==> config.mk <==
export PLATFORM = sky130hd
export DESIGN_NAME = uart_device
export DESIGN_NICKNAME = d
export VERILOG_FILES = /design/src/source/uart_cfg_pkg.sv /design/src/source/uart_fsm_pkg.sv /design/src/source/uart_frame_if.sv /design/src/source/uart_tx_framer.sv /design/src/source/uart_tx_shifter.sv /design/src/source/uart_rx_deframer.sv /design/src/source/uart_device.sv
export SDC_FILE = /design/constraint.sdc
export NUM_CORES = 1
export LEC_CHECK = 0
export ABC_AREA = 1
export BUFFER_PORTS_ARGS = -buffer_cell sky130_fd_sc_hd__buf_2
export CORE_UTILIZATION = 28
export CTS_CLUSTER_SIZE = 16
export DETAILED_ROUTE_END_ITERATION = 12
export HOLD_SLACK_MARGIN = 0.1
export SLEW_MARGIN = 10
export SYNTH_ARGS = -nofsm -noshare
export SYNTH_HDL_FRONTEND = slang
export SYNTH_SLANG_ARGS = --single-unit
==> constraint.sdc <==
create_clock -name uart_clk -period 2.97 [get_ports uart_clk]
set_input_delay 0.1485 -clock uart_clk [delete_from_list [all_inputs] [get_ports uart_clk]]
set_output_delay 0.1485 -clock uart_clk [all_outputs]
set_load 0.02 [all_outputs]
==> src/source/uart_cfg_pkg.sv <==
// UART frame settings with word types and the data length decode
`default_nettype none

package uart_cfg_pkg;

    // ----------------------------------------
    // Widths
    // ----------------------------------------
    localparam int DATA_W = 9;                  // Sized for the longest frame

    typedef logic [DATA_W-1:0] data_t;          // Data word, LSB sent first
    typedef logic [2:0]        len_code_t;      // Data length code from the host
    typedef logic [3:0]        bit_len_t;       // Decoded number of data bits

    // Unknown length codes fall back to 8 bits
    localparam bit_len_t DEFAULT_LEN = 4'd8;

    // ----------------------------------------
    // Length decode
    // ----------------------------------------
    // Codes 0 to 4 give 5 to 9 bits
    function automatic bit_len_t decode_len(input len_code_t code);
        bit_len_t len;
        case (code)
            3'd0:    len = 4'd5;
            3'd1:    len = 4'd6;
            3'd2:    len = 4'd7;
            3'd3:    len = 4'd8;
            3'd4:    len = 4'd9;
            default: len = DEFAULT_LEN;
        endcase
        return len;
    endfunction

endpackage

`default_nettype wire

==> src/source/uart_fsm_pkg.sv <==
// State encodings and counter types for the UART bit-level machines
`default_nettype none

package uart_fsm_pkg;

    // Transmit shifter states
    typedef enum logic [2:0] {
        TX_IDLE,
        TX_START,
        TX_DATA,
        TX_PARITY,
        TX_STOP
    } tx_state_t;

    // Receive deframer states
    typedef enum logic [2:0] {
        RX_IDLE,
        RX_START,
        RX_DATA,
        RX_PARITY,
        RX_STOP
    } rx_state_t;

    typedef logic [3:0] bit_idx_t;      // Data bit position in the frame
    typedef logic       stop_cnt_t;     // At most two stop bits

endpackage

`default_nettype wire

==> src/source/uart_frame_if.sv <==
// Prepared frame handoff between the TX framer and the TX shifter
`timescale 1ns/1ps
`default_nettype none

interface uart_frame_if;

    logic                   valid;          // Frame buffer holds a word
    logic                   ready;          // Shifter is idle
    uart_cfg_pkg::data_t    data;           // Unused high bits already cleared
    uart_cfg_pkg::bit_len_t len;
    logic                   parity_en;
    logic                   parity_bit;     // Line level of the parity bit
    logic                   two_stop;

    modport framer
    (
        output valid, data, len, parity_en, parity_bit, two_stop,
        input  ready
    );

    modport shifter
    (
        input  valid, data, len, parity_en, parity_bit, two_stop,
        output ready
    );

endinterface

`default_nettype wire

==> src/source/uart_tx_framer.sv <==
// UART transmit framer with host handshake, frame buffer and parity generation
`timescale 1ns/1ps
`default_nettype none

module uart_tx_framer
(
    input  wire logic                    uart_clk,
    input  wire logic                    reset,
    input  wire logic                    tx_req,
    input  wire uart_cfg_pkg::data_t     tx_data,
    input  wire uart_cfg_pkg::len_code_t data_bits,
    input  wire logic                    parity_en,
    input  wire logic                    parity_even,
    input  wire logic                    two_stop,
    output logic                         tx_ack,
    uart_frame_if.framer                 frame
);

    uart_cfg_pkg::bit_len_t len;
    uart_cfg_pkg::data_t    mask;
    uart_cfg_pkg::data_t    data_masked;
    logic                   load;

    assign len         = uart_cfg_pkg::decode_len(data_bits);
    assign mask        = (uart_cfg_pkg::data_t'(1) << len) - uart_cfg_pkg::data_t'(1);
    assign data_masked = tx_data & mask;

    // Buffer empty, or emptied by a transfer in this cycle
    assign load = tx_req && !tx_ack && (!frame.valid || frame.ready);

    // ----------------------------------------
    // Handshake and buffer state
    // ----------------------------------------
    always_ff @(posedge uart_clk)
    begin
        if (reset)
        begin
            tx_ack      <= 1'b0;
            frame.valid <= 1'b0;
        end
        else
        begin
            if (load)
                tx_ack <= 1'b1;
            else if (!tx_req)
                tx_ack <= 1'b0;             // Host has released the request

            if (load)
                frame.valid <= 1'b1;
            else if (frame.ready)
                frame.valid <= 1'b0;        // Word taken by the shifter
        end
    end

    // Frame fields, captured once per word
    always_ff @(posedge uart_clk)
    begin
        if (load)
        begin
            frame.data       <= data_masked;
            frame.len        <= len;
            frame.parity_en  <= parity_en;
            frame.parity_bit <= parity_even ? ^data_masked : ~^data_masked;
            frame.two_stop   <= two_stop;
        end
    end

endmodule

`default_nettype wire

==> src/source/uart_tx_shifter.sv <==
// UART transmit shifter that times and serializes one frame onto the line
`timescale 1ns/1ps
`default_nettype none

module uart_tx_shifter
#(
    parameter int clks_per_bit = 16
)
(
    input  wire logic     uart_clk,
    input  wire logic     reset,
    uart_frame_if.shifter frame,
    output logic          tx
);

    localparam int               CNT_W   = $clog2(clks_per_bit);
    localparam logic [CNT_W-1:0] BIT_END = CNT_W'(clks_per_bit - 1);

    uart_fsm_pkg::tx_state_t state;
    logic [CNT_W-1:0]        bit_cnt;
    uart_fsm_pkg::bit_idx_t  bit_idx;
    uart_fsm_pkg::bit_idx_t  last_idx;
    uart_fsm_pkg::stop_cnt_t stop_cnt;
    uart_cfg_pkg::data_t     shreg;         // Remaining data bits, LSB next
    uart_cfg_pkg::bit_len_t  len;
    logic                    parity_en;
    logic                    parity_bit;
    logic                    two_stop;
    logic                    bit_end;

    assign frame.ready = (state == uart_fsm_pkg::TX_IDLE);
    assign bit_end     = (bit_cnt == BIT_END);
    assign last_idx    = uart_fsm_pkg::bit_idx_t'(len - 4'd1);

    always_ff @(posedge uart_clk)
    begin
        if (reset)
        begin
            state    <= uart_fsm_pkg::TX_IDLE;
            bit_cnt  <= '0;
            bit_idx  <= '0;
            stop_cnt <= '0;
            tx       <= 1'b1;               // Line idles high
        end
        else
        begin
            // Bit timer runs in every state but idle
            if (state == uart_fsm_pkg::TX_IDLE || bit_end)
                bit_cnt <= '0;
            else
                bit_cnt <= bit_cnt + 1'b1;

            case (state)
                uart_fsm_pkg::TX_IDLE:
                begin
                    if (frame.valid)
                    begin
                        shreg      <= frame.data;
                        len        <= frame.len;
                        parity_en  <= frame.parity_en;
                        parity_bit <= frame.parity_bit;
                        two_stop   <= frame.two_stop;
                        bit_idx    <= '0;
                        stop_cnt   <= '0;
                        tx         <= 1'b0;     // Start bit
                        state      <= uart_fsm_pkg::TX_START;
                    end
                end
                uart_fsm_pkg::TX_START:
                begin
                    if (bit_end)
                    begin
                        tx    <= shreg[0];
                        shreg <= shreg >> 1;
                        state <= uart_fsm_pkg::TX_DATA;
                    end
                end
                uart_fsm_pkg::TX_DATA:
                begin
                    if (bit_end)
                    begin
                        bit_idx <= bit_idx + 1'b1;
                        if (bit_idx == last_idx)
                        begin
                            tx    <= parity_en ? parity_bit : 1'b1;
                            state <= parity_en ? uart_fsm_pkg::TX_PARITY : uart_fsm_pkg::TX_STOP;
                        end
                        else
                        begin
                            tx    <= shreg[0];
                            shreg <= shreg >> 1;
                        end
                    end
                end
                uart_fsm_pkg::TX_PARITY:
                begin
                    if (bit_end)
                    begin
                        tx    <= 1'b1;
                        state <= uart_fsm_pkg::TX_STOP;
                    end
                end
                uart_fsm_pkg::TX_STOP:
                begin
                    if (bit_end)
                    begin
                        if (stop_cnt == uart_fsm_pkg::stop_cnt_t'(two_stop))
                            state <= uart_fsm_pkg::TX_IDLE;
                        else
                            stop_cnt <= stop_cnt + 1'b1;
                    end
                end
                default:
                begin
                    tx    <= 1'b1;
                    state <= uart_fsm_pkg::TX_IDLE;
                end
            endcase
        end
    end

endmodule

`default_nettype wire

==> src/source/uart_rx_deframer.sv <==
// UART receive deframer with start detection, mid-bit sampling and parity check
`timescale 1ns/1ps
`default_nettype none

module uart_rx_deframer
#(
    parameter int clks_per_bit = 16
)
(
    input  wire logic                    uart_clk,
    input  wire logic                    reset,
    input  wire logic                    rx,
    input  wire uart_cfg_pkg::len_code_t data_bits,
    input  wire logic                    parity_en,
    input  wire logic                    parity_even,
    input  wire logic                    two_stop,
    output uart_cfg_pkg::data_t          rx_data,
    output logic                         rx_valid,
    output logic                         rx_parity_error
);

    localparam int               CNT_W    = $clog2(clks_per_bit);
    localparam logic [CNT_W-1:0] BIT_END  = CNT_W'(clks_per_bit - 1);
    localparam logic [CNT_W-1:0] HALF_END = CNT_W'(clks_per_bit / 2 - 1);

    uart_fsm_pkg::rx_state_t state;
    logic [CNT_W-1:0]        bit_cnt;
    uart_fsm_pkg::bit_idx_t  bit_idx;
    uart_fsm_pkg::bit_idx_t  last_idx;
    uart_fsm_pkg::stop_cnt_t stop_cnt;
    uart_cfg_pkg::bit_len_t  len;
    uart_cfg_pkg::data_t     word;          // Word being assembled
    logic                    rx_q;
    logic                    par_acc;       // Running XOR of data bits
    logic                    par_err;
    logic                    bit_end;

    assign len      = uart_cfg_pkg::decode_len(data_bits);
    assign last_idx = uart_fsm_pkg::bit_idx_t'(len - 4'd1);

    // Half a bit for the start check, a full bit after that
    assign bit_end = (state == uart_fsm_pkg::RX_START) ? (bit_cnt == HALF_END)
                                                       : (bit_cnt == BIT_END);

    always_ff @(posedge uart_clk)
    begin
        if (reset)
        begin
            rx_q            <= 1'b1;
            state           <= uart_fsm_pkg::RX_IDLE;
            bit_cnt         <= '0;
            bit_idx         <= '0;
            stop_cnt        <= '0;
            rx_valid        <= 1'b0;
            rx_parity_error <= 1'b0;
        end
        else
        begin
            rx_q     <= rx;
            rx_valid <= 1'b0;

            if (state == uart_fsm_pkg::RX_IDLE || bit_end)
                bit_cnt <= '0;
            else
                bit_cnt <= bit_cnt + 1'b1;

            case (state)
                uart_fsm_pkg::RX_IDLE:
                begin
                    if (!rx_q)
                        state <= uart_fsm_pkg::RX_START;    // Possible start edge
                end
                uart_fsm_pkg::RX_START:
                begin
                    if (bit_end)
                    begin
                        bit_idx  <= '0;
                        stop_cnt <= '0;
                        word     <= '0;
                        par_acc  <= 1'b0;
                        par_err  <= 1'b0;
                        // High at mid-bit means a glitch
                        state    <= rx_q ? uart_fsm_pkg::RX_IDLE : uart_fsm_pkg::RX_DATA;
                    end
                end

                // ----------------------------------------
                // Data and parity sampling
                // ----------------------------------------
                uart_fsm_pkg::RX_DATA:
                begin
                    if (bit_end)
                    begin
                        word[bit_idx] <= rx_q;
                        par_acc       <= par_acc ^ rx_q;
                        bit_idx       <= bit_idx + 1'b1;
                        if (bit_idx == last_idx)
                            state <= parity_en ? uart_fsm_pkg::RX_PARITY : uart_fsm_pkg::RX_STOP;
                    end
                end
                uart_fsm_pkg::RX_PARITY:
                begin
                    if (bit_end)
                    begin
                        // Odd parity expects the inverted XOR
                        par_err <= par_acc ^ rx_q ^ ~parity_even;
                        state   <= uart_fsm_pkg::RX_STOP;
                    end
                end
                uart_fsm_pkg::RX_STOP:
                begin
                    if (bit_end)
                    begin
                        if (stop_cnt == uart_fsm_pkg::stop_cnt_t'(two_stop))
                        begin
                            rx_valid        <= 1'b1;
                            rx_data         <= word;
                            rx_parity_error <= par_err & parity_en;
                            state           <= uart_fsm_pkg::RX_IDLE;
                        end
                        else
                        begin
                            stop_cnt <= stop_cnt + 1'b1;
                        end
                    end
                end
                default:
                    state <= uart_fsm_pkg::RX_IDLE;
            endcase
        end
    end

endmodule

`default_nettype wire

==> src/source/uart_device.sv <==
// UART device top level joining the transmit pipeline and the receiver
`timescale 1ns/1ps
`default_nettype none

module uart_device
#(
    parameter int clks_per_bit = 16         // uart_clk cycles per bit, 4 or more
)
(
    input  wire logic                    uart_clk,
    input  wire logic                    reset,

    // Host side of the transmitter
    input  wire logic                    tx_req,
    output logic                         tx_ack,
    input  wire uart_cfg_pkg::data_t     tx_data,

    // Frame settings shared by both directions
    input  wire uart_cfg_pkg::len_code_t data_bits,
    input  wire logic                    parity_en,
    input  wire logic                    parity_even,
    input  wire logic                    two_stop,

    // Serial lines
    output logic                         tx,
    input  wire logic                    rx,

    // Received word
    output uart_cfg_pkg::data_t          rx_data,
    output logic                         rx_valid,
    output logic                         rx_parity_error
);

    // ----------------------------------------
    // Transmit pipeline
    // ----------------------------------------
    uart_frame_if frame_i ();

    uart_tx_framer framer_i
    (
        .uart_clk    (uart_clk),
        .reset       (reset),
        .tx_req      (tx_req),
        .tx_data     (tx_data),
        .data_bits   (data_bits),
        .parity_en   (parity_en),
        .parity_even (parity_even),
        .two_stop    (two_stop),
        .tx_ack      (tx_ack),
        .frame       (frame_i.framer)
    );

    uart_tx_shifter #(.clks_per_bit(clks_per_bit)) shifter_i
    (
        .uart_clk (uart_clk),
        .reset    (reset),
        .frame    (frame_i.shifter),
        .tx       (tx)
    );

    // ----------------------------------------
    // Receiver
    // ----------------------------------------
    uart_rx_deframer #(.clks_per_bit(clks_per_bit)) deframer_i
    (
        .uart_clk        (uart_clk),
        .reset           (reset),
        .rx              (rx),
        .data_bits       (data_bits),
        .parity_en       (parity_en),
        .parity_even     (parity_even),
        .two_stop        (two_stop),
        .rx_data         (rx_data),
        .rx_valid        (rx_valid),
        .rx_parity_error (rx_parity_error)
    );

endmodule

`default_nettype wire

==> impl_metrics.ini <==
[run_status]
status = finished, final reports clean

[pwr]
finalPower_w = 0.00340
leakage_nw = 2.14
pwr-share-seq_pct = 43.7
combPwrFrac_pct = 24.3
clkPwrFrac_pct = 31.9
netSwitchingFraction_pct = 33.2
ir_worst_vdd_v = 0.000256
p_int_w = 0.00227
p_sw_w = 0.00113
power_density_nw_per_um2 = 695

[cells_and_area]
antenna_cells = 0
layout-drive-gt1-share_pct = 15.3
nFillCells = 1540
area_delta_synth_final_pct = 17.5
layout.nets = 557
seq_area_sq_um = 2160
multi_input_area_sq_um = 1700

[clocking]
clk_latency_ps = 340
cts_buffers = 9
cts_root_buffer = clkbuf_16
cts_buffer_depth = 2
cts_tree = built
htreeDepth = 3
path_clk_slew_ps = 70
cts.sinks = 82
cts_setup_buffers = 0

[sta]
fin_crit_sh_pct = 67.3
tightest_slew_ps = 676
drv_slew = 0
finalSetupViolCount = 0
rsz0062_at_grt = false
whs_ps = 140
slew_headroom_pct = 54.7
setup_tns_ps = 0
hold_violations = 0
fin_crit_ps = 2000
final.setup_skew_ps = 9.33
worst_slack_ps = 972
clock.fmax_mhz = 501

[global_route]
grt_pass1_wl_microns = 14000
grt_max_degree = 18
overflow = 0
grt_antenna_before_repair = 0
grt_pass1_vias = 3054
track_usage_pct = 12.0

[die]
pin_count = 32
fp.dieH_microns = 124
core_area_sq_um = 14500
start_util_pct = 28.6
fp.dieArea_sq_um = 15400
fp.dieW_microns = 124
num_rows = 44

[yosys]
yosys_warnings = 0
ys_ff_latch = 82
post_synth_instance_area_sq_um = 4160
synthArstFlopShare_pct = 0
synth_edf_count = 52
syn-mean-instance-area_sq_um = 8.67
synth_seq_area_share_pct = 52.0
ys_types = 39
synth_top_flop_cell = edfxtp_1
syn_inst = 480

[drt]
wl_per_cell_microns = 11.6
wirelength_microns = 8270
via_count = 3194
ant_nets = 0
drc = 0
firstDrtPassIters = 4
via_per_inst = 4.47
drt_iter0_drc = 163

[worst_setup_path]
worstSetupStartpointType = register
endpoint_kind = register
arrival_ps = 1980
cp.required_ps = 2950
critPathMaxFanout = 9
critical_path_class = register to register

[placement]
pre_cts_ws_ps = 915
portBuffers = 31
gp_congestion = 0.838
place_hpwl_microns = 6350

[job]
cap_violations = 0

[hold_path]
hold_class = primary input to register
## power groups by stage
stage / sequential (W) / clock [W] / combinational, W
2_1_floorplan: 0.00149 / 0 / 0.000649
3_3_place_gp: 0.00150 / 0 / 0.000807
3_5_place_dp: 0.00151 / 0 / 0.000829
4_1_cts: 0.00149 / 0.00111 / 0.000839
5_1_grt: 0.00150 / 0.00116 / 0.000957
6_report: 0.00149 / 0.00108 / 0.000827
## worst paths after layout
kind,from,to,slack (ps),depth (start not counted)
worst min register to register,framer_i.frame.len[2],shifter_i.len[2],420,0
worst min-delay path,tx_data[7],framer_i.frame.data[7],140,3
worst max register to register,deframer_i.state[0],deframer_i.rx_data[8],970,6
worst max-delay path,deframer_i.state[0],deframer_i.rx_data[8],970,6
## cell usage after synthesis (2+ instances only)
cell type,number,area (sq um)
o21ai_0,18,90.1
nand3b_1,2,15.0
nand2_1,117,439
nor3_1,4,20.0
nor2_1,51,191
a21oi_1,22,110
nand3_2,3,30.0
a21oi_4,2,32.5
inv_4,3,18.8
edfxtp_1,52,1560
nor2_2,2,12.5
ha_1,13,163
o211a_1,2,20.0
a21oi_2,2,17.5
nor4_1,3,18.8
nand3_1,43,215
o21ai_1,2,10.0
inv_2,4,15.0
xnor2_1,5,43.8
dfxtp_1,30,601
inv_1,62,233
or2_2,2,12.5
nor2_4,2,22.5
nand4_1,3,18.8
xor2_1,7,61.3
clkbuf_1,5,18.8
nand2_2,7,43.8
## worst max-delay path: stages, from the launching register on
cell      delay [ps]
dfxtp_1          450
nand3_1          200
nand2_2          130
nand3b_4         130
inv_4            100
nand2_1           80
nor2_1           530
## area by class of cell
cell class | count | area share, %
multi-input combinational | 323 | 34.7
timing repair buffer | 40 | 4.92
tap | 184 | 4.71
clock inverter | 7 | 1.33
inverter | 69 | 5.45
sequential | 82 | 44.2
clock buffer | 9 | 4.61
## cells in the final DEF (no fill, tap or decap), types with 9 or more instances in the layout
cell type / n
a21oi_1: 22
nor2_1: 51
clkbuf_16: 9
nand3_1: 43
dfxtp_1: 30
nand2_1: 117
ha_1: 13
inv_1: 62
o21ai_0: 18
buf_2: 31
edfxtp_1: 52
## what timing repair did
item                      4_1_cts  5_1_grt
hold buffers                    7        0
hold endpoints to repair        7        0
resized for setup               0        0
## registers in the layout (all words and copies together), names as in the netlist, 3 cells and up
register / flops
deframer_i.rx_data: 9
deframer_i.word: 9
framer_i.frame.data: 9
shifter_i.shreg: 9
deframer_i.bit_cnt: 4
deframer_i.bit_idx: 4
framer_i.frame.len: 4
shifter_i.bit_cnt: 4
shifter_i.bit_idx: 4
shifter_i.len: 4
deframer_i.state: 3
shifter_i.state: 3
## logic make-up after synthesis
group | Yosys count | synth area share (%)
AOI/OAI and AO/OA | 54 | 8.27
xor gates and xnor gates | 12 | 2.53
adders and majority gates | 13 | 3.91
buffers and inverters | 76 | 7.31
DFF | 82 | 52.0
other | 1 | 0.0901
and+or+nand+nor | 242 | 25.9
## routing by layer
| layer | GRT usage [%] | part of all wire [%] | vias to the layer above |
|---|---|---|---|
| met5 | 0 | 0 | - |
| met4 | 5.13 | 1.9 | 0 |
| li1 | - | - | 1653 |
| met3 | 2.88 | 2.7 | 13 |
| met2 | 21.2 | 51 | 43 |
| met1 | 13.8 | 44 | 1485 |
## through the flow
step,std cells,utilization (%),area (sq um)
after floorplan,481,-,4160
after global placement,691,31.1,4530
after detailed placement,691,31.1,4530
after CTS,714,33.6,4890
after global routing,714,33.6,4890
final,714,33.6,4890
Power figures use the tool's default switching activity.
